$ cat src/mipsPkg.sv
package mipsPkg;

    // -------------------------------------------------------------------------
    // Widths and memory sizes
    // -------------------------------------------------------------------------
    localparam int DataWidth     = 32;
    localparam int RegAddrWidth  = 5;
    localparam int ImemDepth     = 64;
    localparam int ImemAddrWidth = 6;
    localparam int DmemDepth     = 64;
    localparam int DmemAddrWidth = 6;

    // -------------------------------------------------------------------------
    // Instruction encodings
    // -------------------------------------------------------------------------
    // Primary opcode, bits 31:26
    typedef enum logic [5:0] {
        RType = 6'h00,
        J     = 6'h02,
        Beq   = 6'h04,
        Bne   = 6'h05,
        Addiu = 6'h09,
        Ori   = 6'h0d,
        Lui   = 6'h0f,
        Lw    = 6'h23,
        Sw    = 6'h2b
    } opcodeT;

    // R-type function field, bits 5:0
    typedef enum logic [5:0] {
        Sll  = 6'h00,
        Addu = 6'h21,
        Subu = 6'h23,
        And  = 6'h24,
        Or   = 6'h25,
        Slt  = 6'h2a
    } functT;

    typedef enum logic [2:0] {
        AluAdd,
        AluSub,
        AluAnd,
        AluOr,
        AluSlt,
        AluSll,
        AluLui
    } aluOpT;

    typedef enum logic {
        WbAlu,
        WbMem
    } wbSelT;

endpackage

$ cat src/mipsForward.sv
`timescale 1ns/1ps

module mipsForward (
    input  logic [mipsPkg::RegAddrWidth-1:0] idRs,
    input  logic [mipsPkg::RegAddrWidth-1:0] idRt,
    input  logic [mipsPkg::RegAddrWidth-1:0] exRs,
    input  logic [mipsPkg::RegAddrWidth-1:0] exRt,
    input  logic                             memRegWrite,
    input  logic [mipsPkg::RegAddrWidth-1:0] memWriteReg,
    input  logic                             wbEn,
    input  logic [mipsPkg::RegAddrWidth-1:0] wbReg,
    output logic [1:0]                       fwdA,
    output logic [1:0]                       fwdB,
    output logic                             fwdBranchA,
    output logic                             fwdBranchB
);

    logic memHit, wbHit;

    // Producers that can forward at all
    assign memHit = memRegWrite && memWriteReg != '0;
    assign wbHit  = wbEn && wbReg != '0;

    // 0 register file, 1 EX/MEM, 2 MEM/WB
    assign fwdA = (memHit && memWriteReg == exRs) ? 2'd1 :
                  (wbHit && wbReg == exRs)        ? 2'd2 : 2'd0;
    assign fwdB = (memHit && memWriteReg == exRt) ? 2'd1 :
                  (wbHit && wbReg == exRt)        ? 2'd2 : 2'd0;

    // MEM/WB already reaches ID through the write-first register file
    assign fwdBranchA = memHit && memWriteReg == idRs;
    assign fwdBranchB = memHit && memWriteReg == idRt;

endmodule

$ cat config.mk
export PLATFORM = sky130hd
export DESIGN_NAME = mipsForward
export DESIGN_NICKNAME = d
export VERILOG_FILES = /design/src/mipsPkg.sv /design/src/mipsForward.sv
export SDC_FILE = /design/constraint.sdc
export NUM_CORES = 1
export LEC_CHECK = 0
export ABC_AREA = 0
export BUFFER_PORTS_ARGS = -buffer_cell sky130_fd_sc_hd__buf_2
export CAP_MARGIN = 20
export CORE_AREA = 2 2 39 41
export DETAILED_ROUTE_END_ITERATION = 8
export DIE_AREA = 0 0 41 43
export PLACE_DENSITY_LB_ADDON = 0.3
export RECOVER_POWER = 100
export SYNTH_ARGS = -nofsm -noshare
export SYNTH_HDL_FRONTEND = slang
export SYNTH_SLANG_ARGS = --single-unit
export TNS_END_PERCENT = 30
$ cat constraint.sdc
create_clock -name vclk -period 1.8
set_input_delay 0.36 -clock vclk [all_inputs]
set_output_delay 0.36 -clock vclk [all_outputs]
set_load 0.1 [all_outputs]
==> flow_summary_export.csv <==
group,metric,value,unit
grt,grt_max_degree,5,
layout,fin_nets,137,
yosys,synth_area,415,µm²
die,die_y,43,µm
critical_path,slowest_delay,540,ps
critical_path,cp_max_fo,3,
yosys,synthDominantCellAreaShare,0.464,
timing,fin_ws,-331,ps
yosys,yosysWarnings,0,
die,dieArea,0.00176,mm²
yosys,seq_area_frac_synth,0,
layout,num_antenna_cells,0,
critical_path,critPathLaunchType,"input pin",
routing,drcViolationCount,0,
timing,whs,1160,ps
routing,drt-total-wl,1.32,mm
power_and_ir_drop,vdd_drop_max,0.0000994,V
layout,clkbuf_count,0,
grt,track_usage,0.167,
critical_path,critPathKind,"in2out",
yosys,synth_common_cells,"22 x xnor2_1, 8 x xor2_1, 5 x nor4_1",
routing,via_per_inst,4.67,
outcome,violations,"negative setup slack",
die,floorplan.rows,14,
routing,drt_iter0_drc,4,
power_and_ir_drop,power_leakage,0.368,nW
timing,rsz0062_at_grt,"true",
timing,worstMarginPinSlew,300,ps
grt,grt_pass1_vias,551,
timing,fmax,0.469,GHz
worst_hold_path,worstHoldPathType,"in2out",
grt,antenna_found_initial,0,
grt,grt_pass1_wl,2.18,mm
critical_path,crit_path_cell_trace,"buf_6, or4_4, o21ai_4, nor4_4, nor4_4, buf_12",
layout,area_growth,113,%
timing,final-setup-viol-count,6,
layout,utilization,0.640,
grt,grt-ovfl-total,0,
timing,min_period,2130,ps
layout,fill_cells,125,
critical_path,cp_slowest_cell,"or4_4",
yosys,synth_fp_nets,85,
die,io_pins,38,
routing,detail-route-antenna-nets,0,
yosys,synth.avg_cell_area,7.84,µm²
timing,finalCritPeriodShare,1.18,
flow_run,maxCapViolCount,0,
outcome,status,"finished with violations",
routing,wl_per_cell,11.1,µm
place,place_congestion,0.830,
critical_path,critPathArrivalTime,1770,ps
timing,final-hold-violation-count,0,
critical_path,crit_path_end_kind,"output pin",
critical_path,crit_top_cell,"nor4_4",
yosys,synth_top_cell_by_area,"xnor2_1",
place,port_buffers,38,
timing,relSlewSlack,0.799,
die,dieWidth,41,µm
timing,slew_viol_final,0,
yosys,synth.most_common_cell,"xnor2_1",
layout,drive_above_1_share,0.612,
die,coreArea,0.00138,mm²
routing,route.vias.total,556,
clock_network,cts_setup_buffers,0,
die,floorplan.initialDensity,0.300,
yosys,synth_cell_types,15,
layout,seq_cells,0,
layout,register_area,0,µm²
place,dp_hpwl,1.25,mm
critical_path,required,1440,ps
yosys,syn_inst,53,
clock_network,cts_hold_buffers,0,
yosys,ys_top_cells_by_area,"xnor2_1 46%, xor2_1 17%, nor4_1 7.5%, nand3_1 4.8%, o21ai_4 3.9%",
layout,multi_input_area,469,µm²
routing,drt-pass1-iter-count,4,
power_and_ir_drop,power_density,239,mW/mm²
-- routing by layer --
layer / GRT usage / vias up / part of all wire
met1: 0.203 / 255 / 0.36
li1: - / 280 / -
met2: 0.322 / 21 / 0.58
met3: 0 / 0 / 0.061
met4: 0 / 0 / 0
met5: 0 / - / 0
-- through the flow --
stage               TNS, ps  area, µm²  power (mW)  cells  setup WS (ps)
finish                -1430        886       0.212    119           -331
global route          -1790        886       0.228    119           -387
CTS                   -1470        886       0.214    119           -336
detailed placement    -1750        867       0.211    119           -352
global placement      -1610        867       0.206    119           -332
floorplan             -4590        499       0.124     53          -1160
-- cell families after synthesis --
kind of cell / after synthesis / synth area share
AO/OA/AOI/OAI: 1 / 0.0392
buffers and inverters: 5 / 0.0723
AND/OR/NAND/NOR: 17 / 0.256
XOR/XNOR: 30 / 0.633
-- worst paths after layout --
kind / startpoint / to / slack [ps] / depth (start not counted)
setup / recovery: memWriteReg[1] / fwdA[1] / -330 / 6
hold / removal: wbEn / fwdA[1] / 1160 / 4
-- cell type report --
cell class                      instances  area share
Timing Repair Buffer                   55       0.448
Multi-Input combinational cell         48       0.530
Tap cell                               16      0.0226
-- worst max-delay path: cells and delay by family --
kind / cells / cell delay, ps
simple gates: 3 / 880
buf+inv: 2 / 300
compound gates: 1 / 220
-- power breakdown --
group	leakage (nW)	switching, mW	internal [mW]
registers	0	0	0
logic	0.368	0.107	0.105
clock network	0	0	0
-- layout by cell type (no fill, tap or decap) --
cell	n
nor4_4	6
xor2_1	8
xnor2_1	22
nor2_1	1
or4_1	1
buf_2	31
buf_12	4
buf_4	17
o21ai_4	1
or4_4	1
buf_6	3
nand4_1	2
nand2_1	2
nand3_1	4
-- what timing repair did --
action                                  CTS  global route
pin swaps                                 1             0
gates resized for setup                   5             0
endpoints found under the setup margin    6             6
endpoints found under the hold margin     0             0
(Power assumes the default switching activity.)
