==> src/mipsPkg.sv <==
package mipsPkg;

    // -------------------------------------------------------------------------
    // Widths and memory sizes
    // -------------------------------------------------------------------------
    localparam int DataWidth     = 32;
    localparam int RegAddrWidth  = 5;
    localparam int ImemDepth     = 64;
    localparam int ImemAddrWidth = 6;
    localparam int DmemDepth     = 64;
    localparam int DmemAddrWidth = 6;

    // -------------------------------------------------------------------------
    // Instruction encodings
    // -------------------------------------------------------------------------
    // Primary opcode, bits 31:26
    typedef enum logic [5:0] {
        RType = 6'h00,
        J     = 6'h02,
        Beq   = 6'h04,
        Bne   = 6'h05,
        Addiu = 6'h09,
        Ori   = 6'h0d,
        Lui   = 6'h0f,
        Lw    = 6'h23,
        Sw    = 6'h2b
    } opcodeT;

    // R-type function field, bits 5:0
    typedef enum logic [5:0] {
        Sll  = 6'h00,
        Addu = 6'h21,
        Subu = 6'h23,
        And  = 6'h24,
        Or   = 6'h25,
        Slt  = 6'h2a
    } functT;

    typedef enum logic [2:0] {
        AluAdd,
        AluSub,
        AluAnd,
        AluOr,
        AluSlt,
        AluSll,
        AluLui
    } aluOpT;

    typedef enum logic {
        WbAlu,
        WbMem
    } wbSelT;

endpackage

==> src/mipsMemory.sv <==
`timescale 1ns/1ps

module mipsMemory (
    input  logic                              clock,
    input  logic                              arstN,
    input  logic [mipsPkg::DataWidth-1:0]     memAluResult,
    input  logic [mipsPkg::DataWidth-1:0]     memStoreData,
    input  logic [mipsPkg::RegAddrWidth-1:0]  memWriteReg,
    input  logic                              memRegWrite,
    input  logic                              memMemRead,
    input  logic                              memMemWrite,
    input  mipsPkg::wbSelT                    memWbSel,
    output logic                              storeValid,
    output logic [mipsPkg::DataWidth-1:0]     storeAddr,
    output logic [mipsPkg::DataWidth-1:0]     storeData,
    output logic                              wbEn,
    output logic [mipsPkg::RegAddrWidth-1:0]  wbReg,
    output logic [mipsPkg::DataWidth-1:0]     wbAluResult,
    output logic [mipsPkg::DataWidth-1:0]     wbMemData,
    output mipsPkg::wbSelT                    wbSel
);

    logic [mipsPkg::DataWidth-1:0]     dmem [mipsPkg::DmemDepth];
    logic [mipsPkg::DmemAddrWidth-1:0] wordAddr;

    // Word addressed, low byte bits ignored
    assign wordAddr = memAluResult[mipsPkg::DmemAddrWidth+1:2];

    always_ff @(posedge clock) begin
        if (memMemWrite) begin
            dmem[wordAddr] <= memStoreData;
        end
    end

    // Store observation
    assign storeValid = memMemWrite;
    assign storeAddr  = memAluResult;
    assign storeData  = memStoreData;

    // MEM/WB register
    always_ff @(posedge clock or negedge arstN) begin
        if (!arstN) begin
            wbEn <= 1'b0;
        end else begin
            wbEn <= memRegWrite;
        end
    end

    always_ff @(posedge clock) begin
        wbReg       <= memWriteReg;
        wbAluResult <= memAluResult;
        wbMemData   <= memMemRead ? dmem[wordAddr] : '0;
        wbSel       <= memWbSel;
    end

endmodule

==> config.mk <==
export PLATFORM = sky130hd
export DESIGN_NAME = mipsMemory
export DESIGN_NICKNAME = d
export VERILOG_FILES = /design/src/mipsPkg.sv /design/src/mipsMemory.sv
export SDC_FILE = /design/constraint.sdc
export NUM_CORES = 2
export LEC_CHECK = 0
export BUFFER_PORTS_ARGS = -buffer_cell sky130_fd_sc_hd__buf_2
export CORE_UTILIZATION = 30
export DETAILED_ROUTE_END_ITERATION = 10
export PLACE_DENSITY_LB_ADDON = 0.15
export REMOVE_ABC_BUFFERS = 1
export SKIP_CTS_REPAIR_TIMING = 1
export SYNTH_ARGS = -nofsm -noshare
export SYNTH_HDL_FRONTEND = slang
export SYNTH_SLANG_ARGS = --single-unit
==> constraint.sdc <==
create_clock -name clock -period 1.8 [get_ports clock]
set_clock_uncertainty 0.15 [all_clocks]
set_input_delay 0.18 -clock clock [delete_from_list [all_inputs] [get_ports clock]]
set_output_delay 0.18 -clock clock [all_outputs]
set_load 0.02 [all_outputs]
==> flow_summary.yaml <==
status:
  status: "complete, but fails checks"
  violations: "negative setup slack"
logic_synthesis:
  synthArstFlopShare_pct: 0.0472
  synth_area_per_cell_um2: 17.5
  syn-cell-area_mm2: 0.0817
  synthMuxAreaShare_pct: 5.22
  yosys_register_bits: 2119
  synth_top_cell_area_share_pct: 75.3
  synth_area_leaders: "edfxtp_1 75%, mux2i_1 2.6%, a22oi_1 2.5%, mux4_2 1.8%, dfxtp_1 1.7%"
  synth_edf_count: 2048
  synthXorXnorAreaFrac_pct: 0
  synth-compound-area-share_pct: 10.4
  synth-main-ff-cell: "edfxtp_1"
  ys_seq_area_share_pct: 77.0
  synth_simple_gate_area_share_pct: 4.63
  yosysTopAreaCell: "edfxtp_1"
  synth_top_family_by_area: "compound AO/OA/AOI/OAI gates"
  syn-instance-count: 4666
  synth_warnings: 0
  synth.distinct_cells: 61
  yosys.area_share.adder_pct: 0
clock_network:
  cts_tree: "done"
  numCtsBuffers: 236
  clkTransAtPathRegs_ns: 0.06
  clkSinkCount: 2119
  htree_levels: 4
  clk_latency_ns: 0.90
  clockRootBuffer: "clkbuf_16"
  cts_max_path_buffers: 4
route:
  drc: 0
  ant_nets: 0
  vias_per_cell: 5.17
  wl_um: 277000
  firstDrtPassIters: 5
  drt-initial-drc-count: 4482
  vias: 48258
  wl_per_cell_um: 29.6
setup_path:
  crit_fanout: 1
  slowest_stage: "a2111o_1"
  worstSetupEndpointType: "register"
  cp_common_cell: "o41a_1"
  cp.required_ns: 2.41
  startpoint: "dmem[40][4]"
  cp_slowest_stage_delay_ns: 0.55
  worstPathCellList: "or3b_2 -> a21oi_1 -> o41a_1 -> a2111o_1 -> o41a_1"
  cp.arrival_ns: 2.96
  crit_path_start_kind: "register"
  worst_r2r_startpoint: "dmem[40][4]"
  critPathKind: "register to register"
floorplanning:
  core_mm2: 0.271
  die_w_um: 524
  die_area_mm2: 0.275
  die_y_um: 524
  rows: 191
  pin_count: 211
  initial_utilization_pct: 30.2
global_route:
  grt_max_degree: 79
  grt_util_met3_pct: 3.94
  gr-max-usage-layer: "met2"
  grt_pass1_vias: 47045
  grt_use_met2_pct: 31.3
  track_usage_pct: 19.7
  grt_util_met1_pct: 27.6
  grt_pass1_wl_um: 379000
  grt_overflow: 0
  antenna_found_initial: 21
place:
  gp_congestion: 0.811
  io_buffers: 210
  place_area_mm2: 0.0946
  place_inst: 8785
  dp_hpwl_um: 179000
  pre_cts_slack_ns: -1.62
sta:
  worst_pin_slew_ns: 0.848
  hold_viol_final: 0
  fmax_ghz: 0.427
  finalMaxSlewViolations: 0
  finalWorstSetupSlack_ns: -0.544
  holdWs_ns: 0.0360
  tns_ns: -10.87
  finalSetupViolations: 47
  slew_headroom_pct: 43.4
  rsz0062_at_grt: "true"
  finalCritPeriodShare_pct: 130
  period_needed_ns: 2.34
power:
  total_power_mw: 109
  power_density_mw_per_mm2: 1050
  vdd_drop_max_uv: 784
  p_leak_nw: 33.9
cells_and_area:
  final_cell_mix: "2,048 x edfxtp_1, 501 x buf_4, 262 x buf_12"
  area_growth_pct: 27.5
  fin_util_pct: 38.5
  design_area_mm2: 0.104
  final_common_cell: "edfxtp_1"
  layout.cells.non_filler: 9342
  layout-drive-gt1-share_pct: 30.4
  nets: 5638
worst_hold_path:
  min-delay-path-class: "input port to register"
  min-delay-start: "memStoreData[8]"
job:
  drv_cap: 0
==> Yosys cell counts, drive strengths merged, types with 28 or more instances <==
cell	count
mux4	64
nand3	114
o22a	28
o22ai	109
mux2	63
o21ai	37
edfxtp	2048
nand3b	140
or3b	97
a221oi	150
clkbuf	153
o2bb2ai	28
a21oi	209
a31oi	41
a22o	55
mux2i	211
a41oi	30
nor2	92
nand2	98
a22oi	272
dfxtp	70
buf	276
o41a	48
==> critical path, delay by kind of cell, from the launching register on <==
kind | cells | cell delay, ns
flops | 1 | 0.37
compound gates | 4 | 1.50
simple gates | 1 | 0.20
==> power breakdown <==
part           internal [mW]  leakage [nW]  switching (mW)
sequential              54.5          19.0           0.194
combinational           2.99          11.2            4.77
clock                   26.6          3.63            20.0
==> per-layer routing <==
metal / routed length, um / up-vias
li1: - / 21059
met1: 123000 / 25410
met2: 129000 / 1463
met3: 19000 / 318
met4: 6210 / 8
met5: 46 / -
==> area by class of cell <==
type                            instances  area, um^2
Tap cell                             3570        4470
Timing Repair Buffer                 1087       11400
Fill cell                           24940      167000
Clock buffer                          299        6270
Sequential cell                      2119       63000
Antenna cell                            8        20.0
Clock inverter                        140        1110
Inverter                                4        22.5
Multi-Input combinational cell       2115       17900
==> state kept, by name, summed over array words and instances, names as in the netlist <==
signal	flops
wbSel	1
wbEn	1
wbMemData	32
dmem	2048
wbReg	5
wbAluResult	32
==> final timing paths <==
check / end / slack, ns / cells after the start
min in group asynchronous: wbEn / 0.53 / 4
worst min-delay path: dmem[2][8] / 0.04 / 2
max in group asynchronous: wbEn / 0.87 / 4
worst max-delay path: wbMemData[4] / -0.54 / 5
worst min register to register: wbMemData[27] / 0.60 / 3
worst max register to register: wbMemData[4] / -0.54 / 5
==> cell families (layout without fill, tap and decap cells) <==
| family | Yosys count | in the layout |
|---|---|---|
| flip-flops | 2119 | 2119 |
| other | 0 | 8 |
| multiplexers | 338 | 338 |
| buffers and inverters | 433 | 1530 |
| AND/OR/NAND/NOR | 631 | 632 |
| AO/OA/AOI/OAI | 1145 | 1145 |
Power figures use the tool's default switching activity.
