==> src/mipsPkg.sv <==
package mipsPkg;

    // -------------------------------------------------------------------------
    // Widths and memory sizes
    // -------------------------------------------------------------------------
    localparam int DataWidth     = 32;
    localparam int RegAddrWidth  = 5;
    localparam int ImemDepth     = 64;
    localparam int ImemAddrWidth = 6;
    localparam int DmemDepth     = 64;
    localparam int DmemAddrWidth = 6;

    // -------------------------------------------------------------------------
    // Instruction encodings
    // -------------------------------------------------------------------------
    // Primary opcode, bits 31:26
    typedef enum logic [5:0] {
        RType = 6'h00,
        J     = 6'h02,
        Beq   = 6'h04,
        Bne   = 6'h05,
        Addiu = 6'h09,
        Ori   = 6'h0d,
        Lui   = 6'h0f,
        Lw    = 6'h23,
        Sw    = 6'h2b
    } opcodeT;

    // R-type function field, bits 5:0
    typedef enum logic [5:0] {
        Sll  = 6'h00,
        Addu = 6'h21,
        Subu = 6'h23,
        And  = 6'h24,
        Or   = 6'h25,
        Slt  = 6'h2a
    } functT;

    typedef enum logic [2:0] {
        AluAdd,
        AluSub,
        AluAnd,
        AluOr,
        AluSlt,
        AluSll,
        AluLui
    } aluOpT;

    typedef enum logic {
        WbAlu,
        WbMem
    } wbSelT;

endpackage

==> src/mipsFetch.sv <==
`timescale 1ns/1ps

module mipsFetch (
    input  logic                               clock,
    input  logic                               arstN,
    input  logic                               run,
    input  logic                               stall,
    input  logic                               redirect,
    input  logic [mipsPkg::DataWidth-1:0]      redirectPc,
    input  logic                               progWrEn,
    input  logic [mipsPkg::ImemAddrWidth-1:0]  progAddr,
    input  logic [mipsPkg::DataWidth-1:0]      progData,
    output logic [mipsPkg::DataWidth-1:0]      instruction,
    output logic [mipsPkg::DataWidth-1:0]      pcPlus4
);

    logic [mipsPkg::DataWidth-1:0] imem [mipsPkg::ImemDepth];
    logic [mipsPkg::DataWidth-1:0] pc;
    logic [mipsPkg::DataWidth-1:0] pcNext;

    // Program load while the core is idle
    always_ff @(posedge clock) begin
        if (progWrEn) begin
            imem[progAddr] <= progData;
        end
    end

    assign pcNext = pc + 32'd4;

    always_ff @(posedge clock or negedge arstN) begin
        if (!arstN) begin
            pc <= '0;
        end else if (!run) begin
            pc <= '0;
        end else if (!stall) begin
            pc <= redirect ? redirectPc : pcNext;
        end
    end

    // IF/ID register, a zero word is a NOP
    always_ff @(posedge clock or negedge arstN) begin
        if (!arstN) begin
            instruction <= '0;
            pcPlus4     <= '0;
        end else if (!run) begin
            instruction <= '0;
            pcPlus4     <= '0;
        end else if (!stall) begin
            instruction <= imem[pc[mipsPkg::ImemAddrWidth+1:2]];
            pcPlus4     <= pcNext;
        end
    end

endmodule

==> config.mk <==
export PLATFORM = sky130hd
export DESIGN_NAME = mipsFetch
export DESIGN_NICKNAME = d
export VERILOG_FILES = /design/src/mipsPkg.sv /design/src/mipsFetch.sv
export SDC_FILE = /design/constraint.sdc
export NUM_CORES = 2
export LEC_CHECK = 0
export ABC_AREA = 1
export BUFFER_PORTS_ARGS = -buffer_cell sky130_fd_sc_hd__buf_2
export CAP_MARGIN = 20
export CELL_PAD_IN_SITES_DETAIL_PLACEMENT = 0
export CELL_PAD_IN_SITES_GLOBAL_PLACEMENT = 2
export CORE_ASPECT_RATIO = 1.75
export CORE_MARGIN = 4
export CORE_UTILIZATION = 43
export DETAILED_ROUTE_END_ITERATION = 8
export HOLD_SLACK_MARGIN = 0.03
export PLACE_DENSITY = 0.76
export SLEW_MARGIN = 20
export SYNTH_ARGS = -nofsm -noshare
export SYNTH_HDL_FRONTEND = slang
export SYNTH_SLANG_ARGS = --single-unit
==> constraint.sdc <==
create_clock -name clock -period 1.89 [get_ports clock]
set_input_delay 0.0945 -clock clock [delete_from_list [all_inputs] [get_ports clock]]
set_output_delay 0.0945 -clock clock [all_outputs]
set_load 0.1 [all_outputs]
==> results by group <==
Logic synthesis
  – Basic-gate share of the synthesized area counting and, or, nand and nor cells: a little under a quarter
  – Number of synthesized flops with an enable pin: a little over 2,000
  – Multiplexer share of the synthesized area: 0%
  – Arithmetic-cell share of the synthesized area counting full adders, half adders and majority gates: 0.0143%
  – Sequential cell area fraction in the yosys report: 73.1%
  – Yosys Warn Count: 0
  – Synth top area share: between 70 and 80%
  – Post-synthesis instance area: 87,400 µm²
  – Post-synth net total: around 7,600
  – Primary FF master, synth: sky130_fd_sc_hd__edfxtp_1
  – Most repeated cell in the gate-level netlist after synthesis: sky130_fd_sc_hd__nand2_1
  – Dominant combinational cell family by area after synthesis: simple AND/OR/NAND/NOR gates
  – Cell count after synthesis: ~7,500
  – Synth top area cells: sky130_fd_sc_hd__edfxtp_1, sky130_fd_sc_hd__nand2_1, sky130_fd_sc_hd__nand3_1
  – FFs w/ async S/R, synth: 4.48%
  – Post-synthesis share of cell area spent on xor and xnor gates: less than 1%
  – Netlist cell types: 35
  – Most instantiated cells after synthesis: sky130_fd_sc_hd__nand2_1, sky130_fd_sc_hd__edfxtp_1, sky130_fd_sc_hd__nand3_1
  – Flop and latch count out of synthesis: about 2,100
  – Mapped Avg Cell Area: between 10 and 15 µm²
  – Synthesized-area fraction occupied by ao, oa, aoi and oai cells: less than 1%
  – Most area-hungry cell type in the Yosys netlist: sky130_fd_sc_hd__edfxtp_1

Critical path
  – Cell type with the highest occurrence count on the critical path: sky130_fd_sc_hd__nand2_1
  – Worst Reg2Reg Path Length in Cells: 15
  – Buf+Inv Stages, Crit Path: 5
  – Critical path, cell by cell: buf_12, inv_16, buf_16, buf_4, clkbuf_16, nand2_1, nand3_1, nand3_1, nand2_1, nand2_1, nand2_1, nand2_1, nand3_1, nand3_2, nand2_1
  – Type of element capturing the critical path: register
  – Slowest cell on the critical path: sky130_fd_sc_hd__dfrtp_4
  – Delay of the slowest cell on the worst path: approximately 0.51 ns
  – End of the worst register-to-register path: instruction[6]
  – Kind of start point of the critical path: register
  – Worst Path Arrival: just under 3 ns
  – Maximum net fanout on the critical path: 11
  – Largest delay share family, worst path: buffers and inverters
  – Required time of the critical path: between 2 and 3 ns
  – Critical register-to-register path startpoint: pc[2]
  – Kind of critical path: reg -> reg
  – Reg2Reg Setup Slack: -0.32 ns

STA
  – Setup skew after layout: 0.0404 ns
  – Worst-case headroom to the max-slew limit: between 40% and 50%
  – Final setup violation count: between 50 and 60
  – Max frequency: about 0.45 GHz
  – Final Max Tran Viols: 0
  – Final critical delay including setup and external delays: approximately 2.2 ns
  – Final hold violations: 0
  – Worst Tran Pin Value: between 0.8 and 0.9 ns
  – Final worst hold slack: roughly 0.08 ns
  – Share of the clock period used by the worst path after layout: 117%
  – Crit path setup slack, layout: -0.316 ns
  – Unrepaired setup endpoints after global routing: true

Power and ir drop
  – Share of power burned in combinational logic: between 10% and 20%
  – Proportion of total power due to net switching: approximately a quarter
  – Leakage power: 40.1 nW
  – Internal power consumption: just under 80 mW
  – Fraction of power consumed by the clock network: between 30% and 40%
  – Worst IR drop on VDD: between 600 and 700 µV
  – Register share of total power: roughly half
  – P per Cell Area: between 900 and 1000 nW/µm²
  – Final Power: about 110 mW
  – P_sw: about 26 mW

Clocking
  – CTS max path bufs: 4
  – Worst-skew pair later-pin latency: 0.85 ns
  – Buffer cell driving the clock tree root: sky130_fd_sc_hd__clkbuf_16
  – CTS clk-pin slew, worst paths: roughly 0.070 ns
  – Level count of the clock H-tree: 4
  – Inserted Clock Buffers: 198
  – Clock sinks: around 2,100
  – TritonCTS clock tree: yes

Route
  – Via count: ~60,000
  – Drt total wl: about 280 mm
  – Total DRC errors in the routed layout: 0
  – Detailed router's first-iteration violation count: between 5,000 and 6,000
  – DR WL/cell: 25.8 µm
  – 1st-pass router iterations: 6
  – Vias per Instance: between 5 and 6
  – Antenna Nets Post-Route: 0

Placed design
  – Final RePlAce weighted congestion: between 0.8 and 0.9
  – Place WS: -0.494 ns
  – Placed wire-length estimate after detailed placement: 172 mm
  – Input/output buffers: between 100 and 150
  – Number of placed cells counting well taps: ~10,000

Floorplanning
  – Number of placement rows: roughly 220
  – Count of boundary I/O pins: 140
  – Die Wd: about 350 µm
  – Chip Height: ~600 µm
  – Starting Density: between 40% and 50%
  – Core region area: around 200,000 µm²
  – Die area: around 210,000 µm²

Hold path
  – Class of the most critical hold timing path: in -> reg
  – Worst hold path startpoint: redirectPc[11]
  – Endpoint of the worst hold-timing path: pc[11]
  – Hold Path Cell Cnt: 4

Status
  – Result of the run: complete, but fails checks
  – Violated checks: setup timing

Global route
  – First-pass GRT wire length: between 400 and 500 mm
  – Grt ovf: 0
  – Largest net degree at the start of global routing: 65
  – Antenna violations before repair: 10
  – All-Layer GR Usage: 26.5%
  – Number of global-route vias before repair: about 59,000

Layout
  – Fraction of layout instances using a drive strength above 1: between 10% and 20%
  – Area growth syn-to-layout: 23.0%
  – Post-route insts no fill: 10,979
  – Number of nets in the final layout: just over 8,000
  – Layout filler cell count: between 15,000 and 20,000
  – Post-route core utilization: between 50% and 60%

Job
  – Max_cap viols: 0
## worst max-delay path by stage
stage	from	end	slack, ns	cells past startpoint
floorplan	progWrEn	imem[48][0]	-0.68	3
global placement	pc[2]	instruction[28]	-0.49	13
detailed placement	pc[2]	instruction[28]	-0.49	13
CTS	pc[3]	instruction[28]	-0.28	13
global route	pc[2]	instruction[20]	-0.41	15
finish	pc[2]	instruction[6]	-0.32	15
## state kept, by name, indices dropped and copies added, names as in the netlist
name,count
imem,2048
instruction,32
pcPlus4,32
pc,32
## per-layer routing
layer / routed length, µm / track usage (%) / up-vias
met5: 26 / 0 / -
met4: 8740 / 7.29 / 4
met3: 15000 / 3.30 / 452
met2: 145000 / 47.4 / 1814
met1: 114000 / 34.0 / 30432
li1: - / - / 27628
## power by group through the flow
stage          logic, mW  registers (mW)  clock network, mW
2_1_floorplan       4.97            54.4                  0
5_1_grt             13.0            52.8               42.9
3_3_place_gp        10.5            53.8                  0
4_1_cts             11.9            52.8               41.0
6_report            12.0            52.8               40.3
3_5_place_dp        10.5            53.8                  0
## kinds of logic after synthesis
family / after synthesis
xor+xnor: 24
compound gates: 84
fa+ha+maj: 1
buf+inv: 510
simple gates: 4748
flops: 2144
## layout make-up
class / count / area [µm²] / share of cell area [%]
tap: 2640 / 3300 / 3.07
timing repair buffer: 946 / 11500 / 10.7
inverter: 35 / 201 / 0.187
clock inverter: 114 / 1080 / 1.00
timing repair inverter: 3 / 56.3 / 0.0524
sequential: 2144 / 63900 / 59.5
clock buffer: 238 / 5290 / 4.92
multi-input combinational: 4857 / 22200 / 20.6
antenna: 2 / 5.00 / 0.00466
## per-stage QoR
step	setup TNS [ns]	instance area [µm²]
2_1_floorplan	-921.55	87700
3_3_place_gp	-19.22	96700
3_5_place_dp	-19.36	96700
4_1_cts	-8.17	107000
5_1_grt	-14.93	108000
6_report	-9.54	108000
## cell usage in the layout, fill, tap and decap left out, types with 5 or more instances in the layout
cell type and instances:
sky130_fd_sc_hd__nand4_1 16, sky130_fd_sc_hd__clkinv_2 40, sky130_fd_sc_hd__buf_6 64, sky130_fd_sc_hd__clkinv_1 43
sky130_fd_sc_hd__xor2_2 10, sky130_fd_sc_hd__bufbuf_16 12, sky130_fd_sc_hd__nand2_1 2865, sky130_fd_sc_hd__clkbuf_16 212
sky130_fd_sc_hd__o21ai_2 7, sky130_fd_sc_hd__inv_1 21, sky130_fd_sc_hd__o211ai_1 12, sky130_fd_sc_hd__nand3_2 66
sky130_fd_sc_hd__nor2_4 63, sky130_fd_sc_hd__edfxtp_1 2048, sky130_fd_sc_hd__nand3_1 1613, sky130_fd_sc_hd__nand3_4 10
sky130_fd_sc_hd__a21o_1 6, sky130_fd_sc_hd__dlygate4sd3_1 91, sky130_fd_sc_hd__buf_8 13, sky130_fd_sc_hd__bufinv_16 21
sky130_fd_sc_hd__buf_4 387, sky130_fd_sc_hd__xor2_1 7, sky130_fd_sc_hd__nor4_4 8, sky130_fd_sc_hd__o21ai_1 14
sky130_fd_sc_hd__o22ai_1 5, sky130_fd_sc_hd__nor3_2 6, sky130_fd_sc_hd__nand2_2 48, sky130_fd_sc_hd__o21ai_0 31
sky130_fd_sc_hd__nor2_1 38, sky130_fd_sc_hd__dfrtp_1 87, sky130_fd_sc_hd__dfrtp_4 5, sky130_fd_sc_hd__buf_16 52
sky130_fd_sc_hd__buf_12 208, sky130_fd_sc_hd__clkinvlp_4 11, sky130_fd_sc_hd__nand2_4 5, sky130_fd_sc_hd__buf_2 111
sky130_fd_sc_hd__clkbuf_1 29
## tightest hold or removal path, cell delays in order
cell and delay [ns]:
sky130_fd_sc_hd__dlygate4sd3_1 0.53, sky130_fd_sc_hd__buf_2 0.11, sky130_fd_sc_hd__o211ai_1 0.07, sky130_fd_sc_hd__o21ai_0 0.07
## repair_timing
action | in CTS | in global routing
setup endpoints to repair | 103 | 75
hold buffers | 91 | 0
endpoints found under the hold margin | 2293 | 0
gates resized for setup | 314 | 97
buffers inserted | 56 | 17
pin swaps | 49 | 23
gates cloned | 31 | 7
No activity file was read; power rests on OpenSTA's default activity.
