===== config.mk =====
export PLATFORM = sky130hd
export DESIGN_NAME = mipsExecute
export DESIGN_NICKNAME = d
export VERILOG_FILES = /design/src/mipsPkg.sv /design/src/mipsExecute.sv
export SDC_FILE = /design/constraint.sdc
export NUM_CORES = 1
export LEC_CHECK = 0
export BUFFER_PORTS_ARGS = -buffer_cell sky130_fd_sc_hd__buf_2
export CELL_PAD_IN_SITES_DETAIL_PLACEMENT = 2
export CELL_PAD_IN_SITES_GLOBAL_PLACEMENT = 2
export CORE_ASPECT_RATIO = 1.2
export CORE_MARGIN = 2
export CORE_UTILIZATION = 35
export DETAILED_ROUTE_END_ITERATION = 6
export PLACE_DENSITY = 0.87
export SLEW_MARGIN = 15
export SYNTH_ARGS = -nofsm -noshare
export SYNTH_HDL_FRONTEND = slang
export SYNTH_SLANG_ARGS = --single-unit

===== constraint.sdc =====
create_clock -name clock -period 9.9 [get_ports clock]
set_input_delay 0.99 -clock clock [delete_from_list [all_inputs] [get_ports clock]]
set_output_delay 0.99 -clock clock [all_outputs]
set_load 0.05 [all_outputs]

===== src/mipsPkg.sv =====
package mipsPkg;

    // -------------------------------------------------------------------------
    // Widths and memory sizes
    // -------------------------------------------------------------------------
    localparam int DataWidth     = 32;
    localparam int RegAddrWidth  = 5;
    localparam int ImemDepth     = 64;
    localparam int ImemAddrWidth = 6;
    localparam int DmemDepth     = 64;
    localparam int DmemAddrWidth = 6;

    // -------------------------------------------------------------------------
    // Instruction encodings
    // -------------------------------------------------------------------------
    // Primary opcode, bits 31:26
    typedef enum logic [5:0] {
        RType = 6'h00,
        J     = 6'h02,
        Beq   = 6'h04,
        Bne   = 6'h05,
        Addiu = 6'h09,
        Ori   = 6'h0d,
        Lui   = 6'h0f,
        Lw    = 6'h23,
        Sw    = 6'h2b
    } opcodeT;

    // R-type function field, bits 5:0
    typedef enum logic [5:0] {
        Sll  = 6'h00,
        Addu = 6'h21,
        Subu = 6'h23,
        And  = 6'h24,
        Or   = 6'h25,
        Slt  = 6'h2a
    } functT;

    typedef enum logic [2:0] {
        AluAdd,
        AluSub,
        AluAnd,
        AluOr,
        AluSlt,
        AluSll,
        AluLui
    } aluOpT;

    typedef enum logic {
        WbAlu,
        WbMem
    } wbSelT;

endpackage


===== src/mipsExecute.sv =====
`timescale 1ns/1ps

module mipsExecute (
    input  logic                              clock,
    input  logic                              arstN,
    input  logic [mipsPkg::DataWidth-1:0]     exOpA,
    input  logic [mipsPkg::DataWidth-1:0]     exOpB,
    input  logic [mipsPkg::DataWidth-1:0]     exImm,
    input  logic [4:0]                        exShamt,
    input  logic [mipsPkg::RegAddrWidth-1:0]  exWriteReg,
    input  mipsPkg::aluOpT                    exAluOp,
    input  logic                              exAluSrcImm,
    input  logic                              exRegWrite,
    input  logic                              exMemRead,
    input  logic                              exMemWrite,
    input  mipsPkg::wbSelT                    exWbSel,
    input  logic [1:0]                        fwdA,
    input  logic [1:0]                        fwdB,
    input  logic [mipsPkg::DataWidth-1:0]     wbData,
    output logic [mipsPkg::DataWidth-1:0]     memAluResult,
    output logic [mipsPkg::DataWidth-1:0]     memStoreData,
    output logic [mipsPkg::RegAddrWidth-1:0]  memWriteReg,
    output logic                              memRegWrite,
    output logic                              memMemRead,
    output logic                              memMemWrite,
    output mipsPkg::wbSelT                    memWbSel
);

    logic [mipsPkg::DataWidth-1:0] srcA, regB, srcB, aluResult;

    // Operand forwarding
    assign srcA = (fwdA == 2'd1) ? memAluResult : (fwdA == 2'd2) ? wbData : exOpA;
    assign regB = (fwdB == 2'd1) ? memAluResult : (fwdB == 2'd2) ? wbData : exOpB;
    assign srcB = exAluSrcImm ? exImm : regB;

    always_comb begin
        case (exAluOp)
            mipsPkg::AluAdd: aluResult = srcA + srcB;
            mipsPkg::AluSub: aluResult = srcA - srcB;
            mipsPkg::AluAnd: aluResult = srcA & srcB;
            mipsPkg::AluOr:  aluResult = srcA | srcB;
            mipsPkg::AluSlt: begin
                aluResult = {{(mipsPkg::DataWidth-1){1'b0}}, $signed(srcA) < $signed(srcB)};
            end
            // Shift amount from the instruction, value from rt
            mipsPkg::AluSll: aluResult = srcB << exShamt;
            mipsPkg::AluLui: aluResult = {srcB[15:0], 16'b0};
            default:         aluResult = '0;
        endcase
    end

    // EX/MEM register
    always_ff @(posedge clock or negedge arstN) begin
        if (!arstN) begin
            memRegWrite <= 1'b0;
            memMemRead  <= 1'b0;
            memMemWrite <= 1'b0;
        end else begin
            memRegWrite <= exRegWrite;
            memMemRead  <= exMemRead;
            memMemWrite <= exMemWrite;
        end
    end

    always_ff @(posedge clock) begin
        memAluResult <= aluResult;
        memStoreData <= regB;
        memWriteReg  <= exWriteReg;
        memWbSel     <= exWbSel;
    end

endmodule


==> metrics.txt, run 1 <==
EDFF count, synth=0; outcome=finished, final reports clean; first-pass GRT wire length=89,600 µm; CTS Buf Count=9; Mapped Area=11,000 µm²; Nets=1,880; clock share of power=0.189; fin crit period=6080 ps; Final Max Slew Viols=0; CTS tree=done; PostCTS Resize Cnt=0; # rows=71; starting density of the core=0.354; post-synthesis register bit count=73; Flop pwr share=0.190; routed len/inst=29.9 µm; Hold Crit Class=in -> async; Post-synth ARST share=0.0411; GR Overflow Total=0; H-tree depth=3; Critical Path End Type=flop; RSZ-0062 raised after global routing=no; io pins=225; Worst Clk Skew=11.4 ps; Vias=13,100; Syn Inst Count=1,463; Non-Filler Instances=2,030; area delta synth->final=15.4%; die height=199 µm; CTS root buffer=clkbuf_16; Worst Path Required=10,110 ps; Netlist cell types=77; Final Hold Vio Count=0; P_leak=0.00607 µW; largest net degree at the start of global routing=70; main combinational cell family by area after synthesis=compound AO/OA/AOI/OAI gates; post-route ant nets=0; DRC=0; biggest area consumer among synthesized cells=mux2i_1; total wire length=60,600 µm; Setup TNS=0 ps; WP data arrival=6290 ps; Sw Share=0.533; Detailed Place HPWL=47,100 µm; Clock Path Buffers=2; switching power=1140 µW; Clk pin slew, worst setup/hold paths=60 ps; Final GP Congestion=0.973; Period Utilization, post-route=0.614; clk sinks=73; Hold Buf Count CTS=0; Vias/cell=6.46; worst ir drop on vdd=0.121 mV; mux contribution to synthesized area=0.222; Post-Place Cells=2,010; Synth Area in Compound Gates=0.266; slew margin rel.=0.159; power share of the combinational group=0.621; post-CTS setup buffer count=0; xor-xnor portion of the synthesized cell area=0.0167; hold_ws=391 ps; layout cells sized above 1=0.214; Cell Int Power=1000 µW; total core area=31,200 µm²; largest cells by area after synthesis=mux2i_1 (15%), dfxtp_1 (13%), ha_1 (12%); Worst-Skew Late Latency=380 ps; drt pass-1 iters=6; CP startpoint kind=input pin; number of global-route vias before repair=14,000; PwrDens=169 nW/µm²; synth warn=0; Layout Utilization=0.408; Die Area=33,000 µm²; Worst-Margin Slew=1250 ps; register area share after synthesis=0.134; all-layer global routing usage=0.357; Synth Net Count=1,723; Post-Synth Adder-Cell Area=0.124; top cell type's share of synthesized area=0.149; # setup viols final=0; simple-gate share of the synthesized area=0.158; Port Buffers=224; Max Clk Rate=165 MHz; Max-Cap Viols=0; die width=166 µm; initial detailed-routing violation count=1,260; Crit Path Category=in -> reg; syn avg cell area=7.54 µm²; CP max FO=69; initial antenna violation count=4; predominant post-synthesis flop cell=dfxtp_1
## cell usage after synthesis, types with 23 or more instances
cell type / number
nand2_1: 146
o221ai_1: 23
o21ai_0: 66
o21a_1: 36
mux2i_1: 164
clkbuf_1: 61
a21oi_1: 121
nor2_1: 122
inv_1: 101
o22ai_1: 25
dfxtp_1: 70
ha_1: 106
nor3_1: 23
mux2_2: 48
## per-stage QoR
stage,setup WS [ps],power (µW),cell area (µm²)
floorplan,5120,1240,11000
global placement,3950,1620,12400
detailed placement,3710,1690,12400
CTS,4040,2110,12700
global route,3700,2220,12700
finish,3820,2150,12700
## flip-flops by register name, indices dropped and copies added (netlist names)
| name | flops |
|---|---|
| memMemRead | 1 |
| memStoreData | 32 |
| memWriteReg | 5 |
| memMemWrite | 1 |
| memRegWrite | 1 |
| memAluResult | 32 |
| memWbSel | 1 |
## logic make-up after synthesis
kind of cell               after synthesis
buffers and inverters                  208
xor gates and xnor gates                21
and+or+nand+nor                        390
DFF                                     73
muxes                                  225
AOI/OAI and AO/OA                      438
adders and majority gates              108
## cell usage in the layout (no fill, tap or decap), types with 22 or more instances in the layout
cell      count
buf_2       223
mux2i_1     164
nand2_1     146
nor2_1      122
a21oi_1     121
ha_1        106
inv_1       101
dfxtp_1      70
o21ai_0      66
mux2_2       48
o21a_1       36
buf_4        28
o22ai_1      25
o221ai_1     23
nor3_1       22
## critical path, stage by stage
cell and delay (ps):
buf_4 790, mux2i_1 300, mux2i_1 210, mux2i_1 750, ha_1 470, and3_1 200, and3_1 180, a211oi_1 580
a21oi_1 230, o31ai_1 380, a21oi_1 180, a311oi_1 410, o2bb2ai_1 140, mux2i_1 240, nand4_1 190
## layout make-up
class	instances	area [µm²]
Antenna cell	4	10.0
Clock buffer	10	229
Clock inverter	6	115
Fill cell	3614	18400
Inverter	103	387
Multi-Input combinational cell	1182	8690
Sequential cell	73	1480
Tap cell	401	502
Timing Repair Buffer	251	1330
## per-layer routing
metal | vias to the layer above | wire, µm | part of all wire | track usage
met4 | 0 | 3700 | 0.061 | 0.216
met2 | 793 | 28900 | 0.48 | 0.608
met3 | 226 | 4490 | 0.074 | 0.0619
met1 | 6485 | 23500 | 0.39 | 0.420
met5 | - | 0 | 0 | 0
li1 | 5615 | - | - | -
## final timing paths
check,depth (start not counted),slack [ps],end,startpoint
max,15,3820,memAluResult[21]$_DFF_P_,fwdB[0]
min,1,390,memMemRead$_DFF_PN0_,arstN
max reg2reg,15,5000,memAluResult[21]$_DFF_P_,memAluResult[5]$_DFF_P_
min reg2reg,2,720,memStoreData[29]$_DFF_P_,memAluResult[29]$_DFF_P_
max in group asynchronous,1,9410,memMemWrite$_DFF_PN0_,arstN
min in group clock,1,710,memWriteReg[1]$_DFF_P_,exWriteReg[1]
## power groups by stage
stage / registers, µW / clock network, µW / logic, µW
after floorplan: 567 / 0 / 676
after global placement: 405 / 0 / 1210
after detailed placement: 410 / 0 / 1280
after CTS: 404 / 409 / 1290
after global routing: 409 / 417 / 1400
final: 408 / 406 / 1330
(Power assumes the default switching activity.)
==> run 2: changes to the inputs <==
CORE_UTILIZATION = 29   (was 35)
PLACE_DENSITY = 0.77   (was 0.87)
clock period = 5.2 ns   (was 9.9 ns; I/O delays follow)
==> metrics.txt, run 2 (synthesis results as in run 1) <==
outcome=finished, final reports clean; io pins=225 (unchanged); Largest regs=memAluResult (32), memStoreData (32), memWriteReg (5); Worst Path Required=5470 ps (-4640 ps); initial detailed-routing violation count=921 (-27%); PwrDens=307 nW/µm² (+82%); Clock Path Buffers=2 (unchanged); Power Total=4020 µW (+87%); CTS Buf Count=9 (unchanged); power share of the combinational group=0.627 (+0.006); Critical Path End Type=flop; area delta synth->final=18.7%; cell depth of the worst flop-to-flop path=14 (-1); drt pass-1 iters=5 (-1); CP startpoint kind=input pin; Vias=12,700 (-3.3%); Hold Crit Depth=1; Layout fillers=4,447 (+23%); Final Max Slew Viols=0 (unchanged); switching power=2130 µW (+86%); CTS root buffer=clkbuf_16; Clk pin slew, worst setup/hold paths=70 ps (about the same); CTS tree=done; Flop pwr share=0.191 (about the same); DRC=0 (unchanged); Port Buffers=224 (unchanged); Vias/cell=5.92 (-8.3%); largest net degree at the start of global routing=60 (-14%); clock share of power=0.182 (-0.007); CP max FO=28 (-59%); Hold Crit Class=in -> reg; # rows=78 (+9.9%); starting density of the core=0.293 (-0.0610); slew margin rel.=0.275 (+0.116); final worst slack=444 ps (-3380 ps); Die Area=39,600 µm² (+20%); Worst Clk Skew=9.17 ps (-2.18 ps); Cell Int Power=1890 µW (+89%); H-tree depth=3 (unchanged); post-CTS setup buffer count=0 (unchanged); Final Hold Vio Count=0 (unchanged); WP data arrival=5020 ps (-1270 ps); Worst-Skew Late Latency=390 ps (about the same); pre-CTS WS=135 ps (-3570 ps); routed len/inst=27.2 µm (-9.0%); Detailed Place HPWL=47,600 µm (+1.0%); total wire length=58,200 µm (-4.0%); Nets=1,913 (+1.8%); most frequent cells in the layout=buf_2 (222), mux2i_1 (164), nand2_1 (146); post-route ant nets=0 (unchanged); total core area=37,700 µm² (+21%); Max-Cap Viols=0 (unchanged); GR Overflow Total=0 (unchanged); first-pass GRT wire length=86,900 µm (-3.0%); Max Clk Rate=210 MHz; # setup viols final=0 (unchanged); worst ir drop on vdd=0.186 mV (+53%); layout cells sized above 1=0.229 (+0.0151); die width=182 µm (+9.6%); number of global-route vias before repair=13,700 (-2.1%); Sw Share=0.530 (-0.00311); Setup TNS=0 ps (unchanged); Worst-Margin Slew=1080 ps (-171 ps); initial antenna violation count=3 (-1); all-layer global routing usage=0.289 (-0.0676); Period Utilization, post-route=0.915; Final GP Congestion=0.956 (-1.7%); most common cell after layout, fill and taps aside=buf_2; P_leak=0.00623 µW (+2.6%); die height=218 µm (+9.7%); Crit Path Category=in -> reg; RSZ-0062 raised after global routing=no; fin crit period=4760 ps; clk sinks=73 (unchanged)
run 2: critical path, cell delays in order:
cell       delay (ps)
buf_4             380
xnor2_1           170
a2111oi_0         680
nor2_1            170
ha_1              410
inv_1              90
o21bai_1          310
a21oi_1           190
o31ai_2           530
a211oi_1          240
o41ai_2           450
nand3_1           160
a21oi_1           270
nor3_1             90
or3_1             330
run 2: path summary, 6_finish.rpt:
check	from	endpoint	slack, ps
max	fwdB[0]	memAluResult[0]$_DFF_P_	440
min in group asynchronous	arstN	memRegWrite$_DFF_PN0_	460
max in group asynchronous	arstN	memMemWrite$_DFF_PN0_	4630
max reg2reg	memAluResult[3]$_DFF_P_	memAluResult[0]$_DFF_P_	640
min	exWriteReg[2]	memWriteReg[2]$_DFF_P_	240
min reg2reg	memAluResult[12]$_DFF_P_	memStoreData[12]$_DFF_P_	690
run 2: power groups by stage:
stage               logic [µW]  clock network (µW)  registers [µW]
finish                    2520                 731             769
global route              2680                 763             775
CTS                       2480                 740             766
detailed placement        2460                   0             779
global placement          2380                   0             774
floorplan                 1290                   0            1080
run 2: final cells by class:
| class | instances | area [µm²] | area share |
|---|---|---|---|
| antenna | 3 | 7.51 | 0.000573 |
| timing repair buffer | 284 | 1620 | 0.123 |
| clock inverter | 6 | 91.3 | 0.00697 |
| tap | 480 | 601 | 0.0458 |
| multi-input combinational | 1182 | 8690 | 0.664 |
| clock buffer | 10 | 229 | 0.0175 |
| inverter | 103 | 387 | 0.0295 |
| sequential | 73 | 1480 | 0.113 |
run 2: layer usage:
metal | vias up | wire length (µm) | share of wire | global-route usage
li1 | 5677 | - | - | -
met1 | 6409 | 24200 | 0.42 | 0.353
met2 | 450 | 27800 | 0.48 | 0.495
met3 | 146 | 2980 | 0.051 | 0.0402
met4 | 0 | 3110 | 0.053 | 0.148
met5 | - | 0 | 0 | 0
run 2: timing repair:
item / 4_1_cts / 5_1_grt
resized for setup: 0 / 0
hold buffers: 1 / 0
hold endpoints to repair: 3 / 0
run 2: through the flow:
stage,hold WS [ps],instance area (µm²),std cells,util
finish,238,13100,2141,0.348
global route,231,13100,2141,0.348
detailed placement,320,12800,2121,0.339
floorplan,224,11000,1463,-
CTS,229,13100,2138,0.347
global placement,314,12800,2121,0.339
